### src/hw/vga_timing_pkg.sv
package vga_timing_pkg;

  // ------------------------------
  // counter types
  // ------------------------------
  // bit 0 is the half-pixel phase, bits 10:1 the pixel column
  typedef logic [10:0] hcount_t;
  typedef logic [9:0]  vcount_t;

  // horizontal raster, in 50 MHz clocks
  localparam hcount_t h_active      = 11'd1280;
  localparam hcount_t h_front_porch = 11'd32;
  localparam hcount_t h_sync        = 11'd192;
  localparam hcount_t h_back_porch  = 11'd96;
  localparam hcount_t h_total       = h_active + h_front_porch + h_sync + h_back_porch;

  // vertical raster, in lines
  localparam vcount_t v_active      = 10'd480;
  localparam vcount_t v_front_porch = 10'd10;
  localparam vcount_t v_sync        = 10'd2;
  localparam vcount_t v_back_porch  = 10'd33;
  localparam vcount_t v_total       = v_active + v_front_porch + v_sync + v_back_porch;

  // sync pulse windows, inclusive
  localparam hcount_t hs_first = h_active + h_front_porch;
  localparam hcount_t hs_last  = hs_first + h_sync - 11'd1;
  localparam vcount_t vs_first = v_active + v_front_porch;
  localparam vcount_t vs_last  = vs_first + v_sync - 10'd1;

  // ------------------------------
  // raster position and sync group
  // ------------------------------
  typedef struct packed {
    hcount_t hcount;
    vcount_t vcount;
  } raster_pos_t;

  // hs and vs are active low
  typedef struct packed {
    logic hs;
    logic vs;
    logic blank_n;
    logic pix_clk;
  } sync_t;

  // levels held while in reset
  localparam sync_t sync_idle = '{hs: 1'b1, vs: 1'b1, blank_n: 1'b0, pix_clk: 1'b0};

endpackage

### src/hw/game_pkg.sv
package game_pkg;

  // ------------------------------
  // tile map
  // ------------------------------
  localparam int map_dim = 16;
  localparam int tile_px = 16;
  // side of the drawn map area in pixels
  localparam int map_px  = map_dim * tile_px;

  typedef logic [3:0] map_idx_t;

  // tile codes, writedata bits 1:0
  typedef logic [1:0] tile_t;

  localparam tile_t tile_empty = 2'd0;
  localparam tile_t tile_apple = 2'd1;
  localparam tile_t tile_head  = 2'd2;
  localparam tile_t tile_body  = 2'd3;

  // ------------------------------
  // register bus
  // ------------------------------
  typedef logic [2:0] bus_addr_t;

  localparam bus_addr_t reg_x    = 3'd0;
  localparam bus_addr_t reg_y    = 3'd1;
  localparam bus_addr_t reg_tile = 3'd2;

  // ------------------------------
  // border wall, in 32-pixel blocks
  // ------------------------------
  localparam int wall_px         = 32;
  localparam int wall_left_col   = 0;
  localparam int wall_right_col  = 19;
  localparam int wall_top_row    = 1;
  localparam int wall_bottom_row = 14;

  // ------------------------------
  // colours
  // ------------------------------
  typedef struct packed {
    logic [7:0] r;
    logic [7:0] g;
    logic [7:0] b;
  } rgb_t;

  // rgb565 values padded with zero low bits
  localparam rgb_t color_black = 24'h000000;
  localparam rgb_t color_wall  = 24'h808080;
  localparam rgb_t color_apple = 24'hf80000;
  localparam rgb_t color_head  = 24'h00fc00;
  localparam rgb_t color_body  = 24'h008000;

endpackage

### src/hw/vga_timing.sv
`timescale 1ns/1ps

// 640x480 raster from a 50 MHz clock, one pixel every two clocks
module vga_timing (
  input  logic                        clk,
  input  logic                        reset,
  output vga_timing_pkg::raster_pos_t pos,
  output vga_timing_pkg::sync_t       sync
);

  vga_timing_pkg::hcount_t hcount;
  vga_timing_pkg::vcount_t vcount;
  logic end_of_line;
  logic end_of_field;

  // ------------------------------
  // raster counters
  // ------------------------------
  assign end_of_line  = (hcount == vga_timing_pkg::h_total - 11'd1);
  assign end_of_field = (vcount == vga_timing_pkg::v_total - 10'd1);

  // horizontal, one step per clock
  always_ff @(posedge clk or posedge reset) begin
    if (reset) begin
      hcount <= '0;
    end else if (end_of_line) begin
      hcount <= '0;
    end else begin
      hcount <= hcount + 11'd1;
    end
  end

  // vertical, one step per line
  always_ff @(posedge clk or posedge reset) begin
    if (reset) begin
      vcount <= '0;
    end else if (end_of_line) begin
      if (end_of_field) begin
        vcount <= '0;
      end else begin
        vcount <= vcount + 10'd1;
      end
    end
  end

  // ------------------------------
  // sync and blank decode
  // ------------------------------
  always_comb begin
    pos.hcount = hcount;
    pos.vcount = vcount;
    // sync pulses active low
    sync.hs = !((hcount >= vga_timing_pkg::hs_first) &&
                (hcount <= vga_timing_pkg::hs_last));
    sync.vs = !((vcount >= vga_timing_pkg::vs_first) &&
                (vcount <= vga_timing_pkg::vs_last));
    // visible area only
    sync.blank_n = (hcount < vga_timing_pkg::h_active) &&
                   (vcount < vga_timing_pkg::v_active);
    // 25 MHz pixel clock, rising edge mid-pixel
    sync.pix_clk = hcount[0];
  end

endmodule

### src/hw/tile_map.sv
`timescale 1ns/1ps

// 16x16 tile map, written over the register bus, read by raster position
module tile_map (
  input  logic                        clk,
  input  logic                        reset,
  input  logic                        chipselect,
  input  logic                        write,
  input  game_pkg::bus_addr_t         address,
  input  logic [7:0]                  writedata,
  input  vga_timing_pkg::raster_pos_t pos,
  output game_pkg::tile_t             tile
);

  // latched write coordinates
  game_pkg::map_idx_t col_q;
  game_pkg::map_idx_t row_q;
  logic               wr_en;

  // mem[row][col]
  game_pkg::tile_t mem [game_pkg::map_dim][game_pkg::map_dim];

  logic [9:0]         px_col;
  logic               in_map;
  game_pkg::map_idx_t rd_col;
  game_pkg::map_idx_t rd_row;

  // ------------------------------
  // bus side
  // ------------------------------
  assign wr_en = chipselect && write;

  always_ff @(posedge clk or posedge reset) begin
    if (reset) begin
      col_q <= '0;
      row_q <= '0;
    end else if (wr_en) begin
      case (address)
        game_pkg::reg_x: col_q <= writedata[3:0];
        game_pkg::reg_y: row_q <= writedata[3:0];
        default: ;
      endcase
    end
  end

  // tile store uses coordinates latched by earlier writes
  always_ff @(posedge clk or posedge reset) begin
    if (reset) begin
      for (int r = 0; r < game_pkg::map_dim; r++) begin
        for (int c = 0; c < game_pkg::map_dim; c++) begin
          mem[r][c] <= game_pkg::tile_empty;
        end
      end
    end else if (wr_en && (address == game_pkg::reg_tile)) begin
      mem[row_q][col_q] <= writedata[1:0];
    end
  end

  // ------------------------------
  // pixel side, combinational
  // ------------------------------
  assign px_col = pos.hcount[10:1];
  assign in_map = (px_col < game_pkg::map_px) && (pos.vcount < game_pkg::map_px);
  assign rd_col = game_pkg::map_idx_t'(px_col / game_pkg::tile_px);
  assign rd_row = game_pkg::map_idx_t'(pos.vcount / game_pkg::tile_px);

  // outside the map counts as empty
  assign tile = in_map ? mem[rd_row][rd_col] : game_pkg::tile_empty;

endmodule

### src/hw/pixel_renderer.sv
`timescale 1ns/1ps

// picks the pixel colour and registers it with the sync levels
module pixel_renderer (
  input  logic                        clk,
  input  logic                        reset,
  input  vga_timing_pkg::raster_pos_t pos,
  input  vga_timing_pkg::sync_t       sync,
  input  game_pkg::tile_t             tile,
  output game_pkg::rgb_t              rgb,
  output vga_timing_pkg::sync_t       sync_out
);

  logic [9:0]     px_col;
  logic [4:0]     blk_col;
  logic [4:0]     blk_row;
  logic           side_wall;
  logic           flat_wall;
  logic           is_wall;
  game_pkg::rgb_t color_d;

  // ------------------------------
  // wall geometry
  // ------------------------------
  assign px_col  = pos.hcount[10:1];
  // 32-pixel block coordinates
  assign blk_col = 5'(px_col / game_pkg::wall_px);
  assign blk_row = 5'(pos.vcount / game_pkg::wall_px);

  // left and right columns, only below the top wall row
  assign side_wall = ((blk_col == 5'(game_pkg::wall_left_col)) ||
                      (blk_col == 5'(game_pkg::wall_right_col))) &&
                     (blk_row > 5'(game_pkg::wall_top_row));

  // top and bottom rows span the full width
  assign flat_wall = (blk_row == 5'(game_pkg::wall_top_row)) ||
                     (blk_row == 5'(game_pkg::wall_bottom_row));

  assign is_wall = side_wall || flat_wall;

  // ------------------------------
  // colour priority
  // ------------------------------
  // tile first, then wall, then background
  always_comb begin
    color_d = game_pkg::color_black;
    if (sync.blank_n) begin
      if (tile != game_pkg::tile_empty) begin
        case (tile)
          game_pkg::tile_apple: color_d = game_pkg::color_apple;
          game_pkg::tile_head:  color_d = game_pkg::color_head;
          game_pkg::tile_body:  color_d = game_pkg::color_body;
          default:              color_d = game_pkg::color_black;
        endcase
      end else if (is_wall) begin
        color_d = game_pkg::color_wall;
      end
    end
  end

  // ------------------------------
  // output stage
  // ------------------------------
  // colour and sync share one register, so they stay aligned
  always_ff @(posedge clk or posedge reset) begin
    if (reset) begin
      rgb      <= game_pkg::color_black;
      sync_out <= vga_timing_pkg::sync_idle;
    end else begin
      rgb      <= color_d;
      sync_out <= sync;
    end
  end

endmodule

### src/hw/snake_display.sv
`timescale 1ns/1ps

// snake game video peripheral, register bus in, vga out
module snake_display (
  input  logic                clk,
  input  logic                reset,
  input  logic                chipselect,
  input  logic                write,
  input  game_pkg::bus_addr_t address,
  input  logic [7:0]          writedata,
  output logic [7:0]          vga_r,
  output logic [7:0]          vga_g,
  output logic [7:0]          vga_b,
  output logic                vga_clk,
  output logic                vga_hs,
  output logic                vga_vs,
  output logic                vga_blank_n,
  output logic                vga_sync_n
);

  vga_timing_pkg::raster_pos_t pos;
  vga_timing_pkg::sync_t       sync;
  vga_timing_pkg::sync_t       sync_out;
  game_pkg::tile_t             tile;
  game_pkg::rgb_t              rgb;

  // ------------------------------
  // raster, map, renderer
  // ------------------------------
  vga_timing timing_i (
    .clk   (clk),
    .reset (reset),
    .pos   (pos),
    .sync  (sync)
  );

  tile_map map_i (
    .clk        (clk),
    .reset      (reset),
    .chipselect (chipselect),
    .write      (write),
    .address    (address),
    .writedata  (writedata),
    .pos        (pos),
    .tile       (tile)
  );

  pixel_renderer render_i (
    .clk      (clk),
    .reset    (reset),
    .pos      (pos),
    .sync     (sync),
    .tile     (tile),
    .rgb      (rgb),
    .sync_out (sync_out)
  );

  // split registered groups onto the pins
  assign vga_r       = rgb.r;
  assign vga_g       = rgb.g;
  assign vga_b       = rgb.b;
  assign vga_clk     = sync_out.pix_clk;
  assign vga_hs      = sync_out.hs;
  assign vga_vs      = sync_out.vs;
  assign vga_blank_n = sync_out.blank_n;
  // no sync on green
  assign vga_sync_n  = 1'b0;

endmodule

### config.mk
export PLATFORM = sky130hd
export DESIGN_NAME = snake_display
export DESIGN_NICKNAME = d
export VERILOG_FILES = /design/src/hw/vga_timing_pkg.sv /design/src/hw/game_pkg.sv /design/src/hw/vga_timing.sv /design/src/hw/tile_map.sv /design/src/hw/pixel_renderer.sv /design/src/hw/snake_display.sv
export SDC_FILE = /design/constraint.sdc
export NUM_CORES = 1
export LEC_CHECK = 0
export CAP_MARGIN = 25
export CORE_UTILIZATION = 28
export CTS_CLUSTER_DIAMETER = 40
export CTS_CLUSTER_SIZE = 25
export DETAILED_ROUTE_END_ITERATION = 8
export DONT_BUFFER_PORTS = 1
export GPL_ROUTABILITY_DRIVEN = 0
export PLACE_DENSITY = 0.45
export SLEW_MARGIN = 40
export SYNTH_ARGS = -nofsm -noshare
export SYNTH_HDL_FRONTEND = slang
export SYNTH_HIERARCHICAL = 1
export SYNTH_SLANG_ARGS = --single-unit
### constraint.sdc
create_clock -name clk -period 16.6 [get_ports clk]
set_clock_uncertainty 0.15 [all_clocks]
set_input_delay 1.66 -clock clk [delete_from_list [all_inputs] [get_ports clk]]
set_output_delay 1.66 -clock clk [all_outputs]
set_load 0.03 [all_outputs]
# [Word-level counts from Yosys, hierarchy flattened]
# Index checks and enable logic that the tools add are counted.
[totals] ff_bits=569 input_bits=15 out_inout_bits=29 wordCells=335
[op_classes] n_addsub=2 order_cmp=15 eq_ne=10 bitwise_logic=4 reduce_logical=19 muxes=18
[op_table] operator="512-bit bitwise mux" count=1
[op_table] operator="32-bit binary-select mux with 4-bit select" count=1
[op_table] operator="32-bit demux with 4-bit select" count=1
[op_table] operator="32-bit two-way mux" count=3
[op_table] operator="24-bit two-way mux" count=3
[op_table] operator="24-bit case mux with 3 select lines" count=1
[op_table] operator="10-bit by 9-bit less-than comparator with 1-bit output, second input constant" count=3
[op_table] operator="5-bit greater-or-equal comparator, second input constant" count=4
[op_table] operator="4-bit NOT with 5-bit output" count=4
[op_table] operator="11-bit by 1-bit adder with 11-bit output, second input constant" count=1
[op_table] operator="11-bit == test, second input constant" count=1
[op_table] operator="11-bit greater-or-equal comparator, second input constant" count=1
[op_table] operator="11-bit <= comparator, second input constant" count=1
[op_table] operator="11-bit less-than comparator, second input constant" count=1
[op_table] operator="11-bit two-way mux" count=1
[op_table] operator="10-bit by 1-bit adder with 10-bit output, second input constant" count=1
[op_table] operator="10-bit == test, second input constant" count=1
[op_table] operator="10-bit by 9-bit greater-or-equal comparator with 1-bit output, second input constant" count=1
[op_table] operator="10-bit by 9-bit <= comparator with 1-bit output, second input constant" count=1
[op_table] operator="5-bit by 1-bit less-than comparator with 1-bit output, second input constant" count=2
[op_table] operator="10-bit two-way mux" count=1
[op_table] operator="1-bit logical AND" count=9
[op_table] operator="2-bit binary-select mux with 4-bit select" count=1
[op_table] operator="2-bit demux with 4-bit select" count=1
[op_table] operator="15 further kinds" count=23

# [Depth between registers and ports, before layout]
# Gate-level depths: netlist of run 1.
[logic_depth] ltp_word=12 ltp_mapped=15 ltp_nobuf=10

# [Modules after synthesis]
# Netlist of run 1, hierarchy kept.
[modules_own_cells] mod="tile_map" n_inst=1 cells_per_inst=1833 seq_area_each_um2=13012.5 area_each_um2=24882.6
[modules_own_cells] mod="vga_timing" n_inst=1 cells_per_inst=120 seq_area_each_um2=525.5 area_each_um2=1166.1
[modules_own_cells] mod="pixel_renderer" n_inst=1 cells_per_inst=48 seq_area_each_um2=227.7 area_each_um2=494.2
[modules_own_cells] mod="snake_display" n_inst=1 cells_per_inst=2 seq_area_each_um2=0.0 area_each_um2=11.3

# [Worst setup path after synthesis of run 1]
# No wires, ideal clock.
[synth_path] path_kind="input to register" from="input port chipselect" to="register map_i/mem[0] in the netlist's numbering" setup_time_ps=125 stages=9 slack_ps=12847 path_buffers=2 t_required_ps=16325 arrival_ps=3478 path_cell_list="nand2_1 > or4b_4 > inv_1 > and3_1 > clkbuf_1 > nand3_1 > buf_2 > nor2_1 > mux2_2"
[synth_via] elab_chain_cells=2
[synth_rtl] element="start, declared" line_no="snake_display.sv:7" source="input logic chipselect,"
[synth_rtl] element="1-bit logical AND" line_no="tile_map.sv:31" source="assign wr_en = chipselect && write;"
[synth_rtl] element="1-bit logical AND" line_no="tile_map.sv:54" source="end else if (wr_en && (address == game_pkg::reg_tile)) begin"
[synth_rtl] element="end signal, assigned by index" line_no="tile_map.sv:51" source="mem[r][c] <= game_pkg::tile_empty;"
[synth_rtl] element="end signal, assigned by index" line_no="tile_map.sv:55" source="mem[row_q][col_q] <= writedata[1:0];"
[synth_rtl] element="end, declared" line_no="tile_map.sv:21" source="game_pkg::tile_t mem [game_pkg::map_dim][game_pkg::map_dim];"
# No other way between the ends.
# A chain may end at the register's enable or synchronous reset.

==> impl_metrics.tcl, run 1 <==
set metrics [dict create \
    cts-root-buf "clkbuf_16" \
    crit_start "timing_i/vcount[6]$_DFFE_PP0N_" \
    clkTransAtPathRegs_ps 50 \
    clk_latency_ps 630 \
    synthCells 2003 \
    post_cts_resized 0 \
    power_density_nw_per_um2 119 \
    via_per_inst 4.95 \
    min_to "map_i/mem[316]$_DFFE_PP0P_" \
    reg2reg_to "render_i/rgb[15]$_DFF_PP0_" \
    io_buffer_count 0 \
    initial_core_util 0.284 \
    coreArea_sq_um 93600 \
    postCtsHoldBufs 0 \
    ioPinCount 44 \
    period_share 0.294 \
    post_cts_buffers 0 \
    peakVddDrop_mv 0.0819 \
    synth_ff_type "dfrtp_1" \
    placementRows 112 \
    rr_worst_depth 12 \
    antenna_found_initial 3 \
    area_growth_pct 18.9 \
    nets 2024 \
    rsz0062_at_grt "false" \
    grt_max_degree 259 \
    syn_area_sq_um 26600 \
    numCtsBuffers 104 \
    status "completed" \
    synthArstFlopShare 1.00 \
    num_vias 16600 \
    dp_hpwl_um 44800 \
    timing.hold.ws_ps 346 \
    p_leak_nw 14.1 \
    finalSetupViolCount 0 \
    ctsHtreeMaxLevel 3 \
    drive_gt1_frac 0.425 \
    synth_cell_types 61 \
    crit_path_end_kind "register" \
    cap_violations 0 \
    worstHoldPathCells 1 \
    grt_pass1_vias 18200 \
    wl_per_cell_um 22.1 \
    drc 0 \
    tightest_slew_ps 938 \
    gr-total-overflow 0 \
    worstHoldPathType "reg -> reg" \
    drtAntennaViolNets 0 \
    r2r_start "timing_i/vcount[6]$_DFFE_PP0N_" \
    hold_path.startpoint "map_i/mem[316]$_DFFE_PP0P_" \
    dr.pass1.iters 8 \
    tns_ps 0 \
    relSlewSlack 0.373 \
    min_period_ps 4880 \
    synth_edf_count 0 \
    crit_type "reg -> reg" \
    crit_required_ps 16910 \
    cts_tree "yes" \
    startpoint_type "register" \
    die_h_um 310 \
    ys_ff_latch 550 \
    worstPathMaxFanout 24 \
    hold_viol_final 0 \
    synth_seq_area_share 0.518 \
    slew_violations 0 \
    fmax_mhz 205 \
    crit_arrival_ps 5190 \
    rrSetupSlack_ps 11720 \
    die_width_um 310 \
    wirelength_um 74000 \
    ys_warn_count 6 \
    grt_pass1_wl_um 115000 \
    syn_area_per_cell_sq_um 13.3 \
    dieArea_sq_um 96100 \
    clk_path_buf_depth 3 \
    clock-sinks 550 \
    gr-usage-all-layers 0.159 \
    dr.first_iter.drc_count 872 \
]
-- report_power, final --
group	leakage (nW)	switching [W]	total, W	internal [W]
Combinational	4.62	0.000102	0.000141	0.0000393
Clock	1.81	0.000717	0.00222	0.00150
Sequential	7.63	0.0000297	0.00139	0.00136
Total	14.1	0.000849	0.00375	0.00291
-- state kept, by name (all words and copies together), names as in the netlist --
name and flops:
render_i/rgb 5, timing_i/hcount 11, map_i/mem 512, render_i/sync_out 4, map_i/col_q 4, timing_i/vcount 10, map_i/row_q 4
-- worst max-delay path, stage by stage, from the launching register on --
cell	delay [ps]
dfrtp_1	430
buf_4	490
nand2b_1	630
buf_4	460
o221ai_1	390
o311ai_0	210
a21oi_1	160
a21boi_0	590
nand4_1	170
o22ai_1	600
nor2_1	120
o211ai_1	140
o311ai_1	140
-- metal layers --
metal	global-route usage	routed length (um)	vias to the layer above
met5	0	27	-
met4	0.0592	2000	4
met3	0.0275	3130	128
met2	0.254	34700	349
met1	0.215	34200	8772
li1	-	-	7314
-- metrics by stage --
stage | instance area [sq um] | std cells | setup slack [ps] | util | power [W]
after floorplan | 26600 | 2014 | 263 | - | 0.00151
after global placement | 27700 | 3145 | 11470 | 0.296 | 0.00155
after detailed placement | 27800 | 3150 | 11800 | 0.297 | 0.00156
after CTS | 31500 | 3343 | 11790 | 0.337 | 0.00381
after global routing | 31600 | 3345 | 11520 | 0.337 | 0.00389
final | 31600 | 3346 | 11720 | 0.337 | 0.00375
-- worst max path at each step --
| stage | end | slack [ps] | cells after the start |
|---|---|---|---|
| final | render_i/rgb[15]$_DFF_PP0_ | 11720 | 12 |
| after detailed placement | render_i/rgb[7]$_DFF_PP0_ | 11800 | 11 |
| after floorplan | map_i/col_q[0]$_DFFE_PP0P_ | 260 | 1 |
| after CTS | render_i/rgb[7]$_DFF_PP0_ | 11790 | 11 |
| after global placement | render_i/rgb[7]$_DFF_PP0_ | 11470 | 10 |
| after global routing | render_i/rgb[15]$_DFF_PP0_ | 11520 | 12 |
-- Yosys cell counts, drive strengths merged (7+ instances only) --
cell type | count | share of area
nor3 | 26 | 0.0057
nand2b | 17 | 0.0040
buf | 68 | 0.018
o22ai | 13 | 0.0031
mux4 | 110 | 0.093
nand4 | 10 | 0.0024
clkbuf | 88 | 0.012
xnor2 | 8 | 0.0026
dfrtp | 548 | 0.52
and3 | 7 | 0.0016
nor2 | 142 | 0.021
nand2 | 205 | 0.029
o21ai | 18 | 0.0034
mux2i | 60 | 0.023
mux2 | 520 | 0.22
nand3 | 22 | 0.0043
o221ai | 25 | 0.0082
inv | 14 | 0.0020
nor4 | 8 | 0.0025
a21oi | 23 | 0.0043
-- cell families (layout without fill, tap and decap cells) --
logic type,after synthesis,count (layout),share of synthesized area
flip-flops,550,550,0.518
XOR/XNOR,11,11,0.00363
buffers and inverters,170,247,0.0320
AND/OR/NAND/NOR,459,459,0.0770
AO/OA/AOI/OAI,116,116,0.0299
multiplexers,690,690,0.336
adder cells (fa/ha/maj),5,5,0.00236
other,2,14,0.000283
-- layout make-up --
cell class / instances / area [sq um]
Antenna cell: 1 / 2.50
Clock buffer: 133 / 2960
Clock inverter: 60 / 788
Fill cell: 9171 / 62000
Inverter: 14 / 65.1
Multi-Input combinational cell: 1294 / 12000
Sequential cell: 550 / 13800
Tap cell: 1254 / 1570
Timing Repair Buffer: 40 / 380
-- cells in the final DEF, fill, tap and decap left out, types with 7 or more instances in the layout --
| master | Yosys | layout |
|---|---|---|
| o21ai_0 | 12 | 11 |
| o21ai_1 | 6 | 7 |
| o22ai_1 | 13 | 13 |
| mux2i_1 | 60 | 60 |
| and3_1 | 7 | 7 |
| nand2b_1 | 17 | 17 |
| dfrtp_1 | 548 | 543 |
| nand3_1 | 21 | 21 |
| o221ai_1 | 25 | 25 |
| a21oi_1 | 23 | 23 |
| mux4_2 | 110 | 110 |
| xnor2_1 | 8 | 8 |
| clkbuf_16 | 0 | 109 |
| clkinv_4 | 0 | 8 |
| mux2_2 | 520 | 520 |
| nand2_1 | 204 | 203 |
| inv_1 | 14 | 11 |
| nor3_1 | 23 | 19 |
| nor2_1 | 139 | 133 |
| clkbuf_1 | 88 | 10 |
| clkinvlp_4 | 0 | 13 |
| clkinv_2 | 0 | 17 |
| clkbuf_8 | 0 | 16 |
| bufinv_16 | 0 | 16 |
| nand4_1 | 10 | 10 |
| buf_4 | 39 | 29 |
| conb_1 | 2 | 13 |
Note: power is estimated with default switching activity, not from simulation.
==> inputs of run 2 (changes only) <==
PLACE_DENSITY = 0.43   (was 0.45)
clock period = 5 ns   (was 16.6 ns; I/O delays follow)
==> impl_metrics.tcl, run 2 (synthesis gave the netlist of run 1 again) <==
set metrics [dict create \
    cp_slowest_cell "dfrtp_4" \
    critical-path-top-delay-family "compound AO/OA/AOI/OAI gates" \
    relSlewSlack 0.491 \
    grt_pass1_wl_um 115000 \
    gr-usage-all-layers 0.161 \
    numCtsBuffers 113 \
    peakVddDrop_mv 0.278 \
    power_w 0.0128 \
    clkPwrFrac 0.590 \
    die_h_um 310 \
    tightest_slew_ps 757 \
    drc 0 \
    wl_per_cell_um 22.3 \
    io_buffer_count 0 \
    rsz0062_at_grt "false" \
    fmax_mhz 263 \
    drive_gt1_frac 0.429 \
    dr.first_iter.drc_count 1009 \
    power_density_nw_per_um2 397 \
    clk_latency_ps 650 \
    crit_chain "nand2b_1, buf_4, o221ai_1, o22ai_1, o21ai_0, a21boi_0, nor3_1, a21o_1, nand2b_1, a211oi_1" \
    nets 2053 \
    n_antenna_cell 0 \
    layout.cells.non_filler 3371 \
    ioPinCount 44 \
    cts-root-buf "clkbuf_16" \
    tns_ps 0 \
    period_share 0.760 \
    coreArea_sq_um 93600 \
    crit_required_ps 5390 \
    cap_violations 0 \
    numPlacedInstances 3156 \
    clock-sinks 550 \
    initial_core_util 0.284 \
    crit_arrival_ps 4190 \
    ctsHtreeMaxLevel 3 \
    startpoint_type "register" \
    switching_share 0.232 \
    via_per_inst 4.98 \
    placementRows 112 \
    post_cts_resized 0 \
    wirelength_um 75000 \
    worstHoldPathType "in -> reg" \
    critical-path-top-cell-by-count "nand2b_1" \
    largest_register_ffs 512 \
    worstPathMaxFanout 31 \
    p_int_w 0.00981 \
    area_growth_pct 21.1 \
    clk_path_buf_depth 3 \
    grt_pass1_vias 18300 \
    gr-total-overflow 0 \
    antenna_found_initial 2 \
    die_width_um 310 \
    dieArea_sq_um 96100 \
    grt_max_degree 259 \
    num_vias 16800 \
    status "completed" \
    crit_path_end_kind "register" \
    dr.pass1.iters 5 \
    cpPeakStageDelay_ps 750 \
    slew_violations 0 \
    final_cell_mix "dfrtp_1 (544), mux2_2 (520), nand2_1 (204)" \
    crit_type "reg -> reg" \
    combPwrFrac 0.048 \
    power_frac_seq 0.362 \
    dp_hpwl_um 46200 \
    final_util 0.343 \
    p_switching_w 0.00296 \
    clkTransAtPathRegs_ps 50 \
    top_regs "map_i/mem x512, timing_i/hcount x11, timing_i/vcount x10" \
    regMostFlops "map_i/mem" \
    finalSetupViolCount 0 \
    final_common_cell "dfrtp_1" \
    p_leak_nw 14.3 \
    critPathBufInv 1 \
    min_period_ps 3800 \
    drtAntennaViolNets 0 \
    cts_tree "yes" \
    hold_viol_final 0 \
]
==> run 2: cell types whose count changed in the layout (fill, tap and decap cells not counted), sizes merged <==
| cell | before | now |
|---|---|---|
| dlygate4sd3 | 0 | 7 |
| clkbuf | 135 | 145 |
| bufinv | 16 | 14 |
| buf | 38 | 53 |
| clkinv | 25 | 32 |
| diode | 1 | 0 |
| clkinvlp | 13 | 6 |
| inv | 20 | 16 |
==> run 2: stage by stage <==
stage	area (sq um)	hold slack [ps]	setup WS, ps
after global placement	27900	228	1130
after global routing	32100	66.4	955
final	32100	67.7	1200
after CTS	32000	160	1130
after detailed placement	28000	237	1160
after floorplan	26600	176	-2710
==> run 2: what timing repair did <==
item                                   in CTS  in global routing
buffers inserted                            0                  0
hold buffers                                9                  0
endpoints found under the hold margin     568                  0
==> run 2: routing by layer <==
layer / routed length [um] / GRT usage
met1: 33400 / 0.211
met2: 35400 / 0.256
met3: 3700 / 0.0377
met4: 2490 / 0.0601
met5: 0 / 0
==> run 2: worst paths after layout <==
path	startpoint	endpoint	slack [ps]	cells past startpoint
worst max-delay path	timing_i/vcount[5]$_DFFE_PP0N_	render_i/rgb[7]$_DFF_PP0_	1200	10
worst min-delay path	writedata[0]	map_i/mem[110]$_DFFE_PP0P_	70	2
worst max register to register	timing_i/vcount[5]$_DFFE_PP0N_	render_i/rgb[7]$_DFF_PP0_	1200	10
worst min register to register	timing_i/hcount[0]$_DFF_PP0_	render_i/sync_out[0]$_DFF_PP0_	330	0
max in group asynchronous	reset	map_i/mem[310]$_DFFE_PP0P_	3120	4
min in group asynchronous	reset	render_i/sync_out[0]$_DFF_PP0_	220	2
==> run 2: area by class of cell <==
type	count	area (sq um)
Clock buffer	145	3170
Clock inverter	54	674
Fill cell	9182	61500
Inverter	14	57.6
Multi-Input combinational cell	1294	12100
Sequential cell	550	13800
Tap cell	1254	1570
Timing Repair Buffer	60	776
==> run 2: power groups by stage <==
stage	Sequential (W)	Combinational, W	Clock, W
after floorplan	0.00464	0.000370	0
after global placement	0.00468	0.000495	0
after detailed placement	0.00469	0.000526	0
after CTS	0.00462	0.000608	0.00771
after global routing	0.00464	0.000659	0.00793
final	0.00463	0.000611	0.00753
==> inputs of run 3 (changes only) <==
clock period = 3.8 ns   (was 5 ns; I/O delays follow)
==> impl_metrics.tcl, run 3 (synthesis gave the netlist of run 1 again) <==
set metrics [dict create \
    crit_arrival_ps 3920 \
    status "completed" \
    period_share 0.930 \
    coreArea_sq_um 93600 \
    crit_required_ps 4190 \
    post_cts_resized 0 \
    initial_core_util 0.284 \
    dieArea_sq_um 96100 \
    grt_pass1_wl_um 118000 \
    p_leak_nw 14.7 \
    cts_tree "yes" \
    worstPathMaxFanout 30 \
    wirelength_um 76200 \
    placementRows 112 \
    die_h_um 310 \
    clock-sinks 550 \
    cts-root-buf "clkbuf_16" \
    rsz0062_at_grt "false" \
    die_width_um 310 \
    finalSetupViolCount 0 \
    gr-total-overflow 0 \
    dr.pass1.iters 5 \
    timing.hold.ws_ps 104 \
    num_vias 16900 \
    cpPeakStageDelay_ps 700 \
    ctsHtreeMaxLevel 3 \
    r2r_start "timing_i/vcount[4]$_DFFE_PP0N_" \
    drc 0 \
    slew_violations 0 \
    n_fill_cell 9173 \
    relSlewSlack 0.430 \
    top_regs "map_i/mem x512, timing_i/hcount x11, timing_i/vcount x10" \
    postCtsHoldBufs 19 \
    rrSetupSlack_ps 270 \
    regArea_sq_um 13800 \
    clk_path_buf_depth 3 \
    layout.cells.non_filler 3438 \
    final_util 0.351 \
    drtAntennaViolNets 0 \
    startpoint_type "register" \
    post_cts_buffers 0 \
    clkPwrFrac 0.610 \
    gr-usage-all-layers 0.164 \
    tightest_slew_ps 852 \
    numPlacedInstances 3203 \
    final_cell_area_sq_um 32900 \
    switching_share 0.232 \
    p_switching_w 0.00410 \
    multi_input_comb_area_sq_um 12100 \
    io_buffer_count 0 \
    area_growth_pct 23.8 \
    power_w 0.0177 \
    crit_path_end_kind "register" \
    largest_register_ffs 512 \
    nets 2104 \
    min_period_ps 3530 \
    power_density_nw_per_um2 538 \
    hold_viol_final 0 \
    grt_max_degree 255 \
    grt_pass1_vias 18500 \
    numCtsBuffers 111 \
    final_cell_mix "dfrtp_1 (544), mux2_2 (520), nand2_1 (204)" \
    via_per_inst 4.92 \
    crit_type "reg -> reg" \
    antenna_found_initial 0 \
    cp_slowest_cell "dfrtp_4" \
    ioPinCount 44 \
    dp_hpwl_um 49100 \
    drive_gt1_frac 0.440 \
    cap_violations 0 \
    regMostFlops "map_i/mem" \
    combPwrFrac 0.045 \
    crit_chain "buf_12, mux4_2, mux4_2, nor2_1, nor3_1, o211ai_1, o22ai_1, nor2_1, o211ai_1, o311ai_1" \
    p_int_w 0.0136 \
    power_frac_seq 0.345 \
    wl_per_cell_um 22.2 \
    dr.first_iter.drc_count 894 \
    placed_area_sq_um 28400 \
    final_common_cell "dfrtp_1" \
    fmax_mhz 283 \
    worstHoldPathType "in -> async" \
    reg2reg_to "render_i/rgb[15]$_DFF_PP0_" \
    clk_latency_ps 650 \
    rr_worst_depth 10 \
    peakVddDrop_mv 0.347 \
    clkTransAtPathRegs_ps 50 \
]
==> run 3: cell count changes in the layout (fill, tap and decap cells not counted), moves of 4 or more <==
cell,previous run,this run
clkbuf_8,16,10
nor2_4,12,4
bufinv_16,14,24
nor2_1,129,137
dlygate4sd3_1,7,17
clkinv_2,27,14
buf_6,4,0
buf_12,10,14
clkinvlp_4,6,21
clkinv_4,4,13
buf_4,30,74
clkbuf_1,13,8
==> run 3: power by group through the flow <==
| stage | clock network, W | logic, W | registers, W |
|---|---|---|---|
| 3_5_place_dp | 0 | 0.000699 | 0.00618 |
| 4_1_cts | 0.0110 | 0.000810 | 0.00609 |
| 6_report | 0.0108 | 0.000800 | 0.00609 |
| 2_1_floorplan | 0 | 0.000487 | 0.00610 |
| 3_3_place_gp | 0 | 0.000675 | 0.00617 |
| 5_1_grt | 0.0113 | 0.000864 | 0.00610 |
==> run 3: worst max-delay path by stage <==
stage	slack (ps)	start	to
finish	270	timing_i/vcount[4]$_DFFE_PP0N_	render_i/rgb[15]$_DFF_PP0_
global route	140	timing_i/vcount[4]$_DFFE_PP0N_	render_i/rgb[14]$_DFF_PP0_
CTS	240	timing_i/vcount[4]$_DFFE_PP0N_	render_i/rgb[15]$_DFF_PP0_
detailed placement	240	timing_i/vcount[4]$_DFFE_PP0N_	render_i/rgb[15]$_DFF_PP0_
global placement	180	timing_i/vcount[4]$_DFFE_PP0N_	render_i/rgb[15]$_DFF_PP0_
floorplan	-3790	reset	map_i/col_q[0]$_DFFE_PP0P_
==> run 3: final cells by class <==
type,instances,share of cell area
well taps,1254,0.0477
clock inverters,78,0.0342
inverters,14,0.00171
diodes,1,0.0000761
flip-flops and latches,550,0.419
multi-input cells,1294,0.367
repair buffers,113,0.0366
clock buffers,134,0.0934
==> run 3: worst max-delay path, delay by kind of cell (launching register included) <==
kind	cells	cell delay, ps
compound gates	4	560
simple gates	3	500
flops	1	700
mux	2	1130
buf+inv	1	310
==> run 3: metal layers <==
metal / up-vias / wire length [um] / global-route usage
li1: 7497 / - / -
met1: 9028 / 35200 / 0.223
met2: 279 / 36700 / 0.268
met3: 122 / 2510 / 0.0278
met4: 0 / 1770 / 0.0435
met5: - / 0 / 0
==> run 3: through the flow <==
step	setup slack (ps)	TNS, ps
final	268	0
after global routing	138	0
after CTS	237	0
after detailed placement	238	0
after global placement	182	0
after floorplan	-3790	-1973000
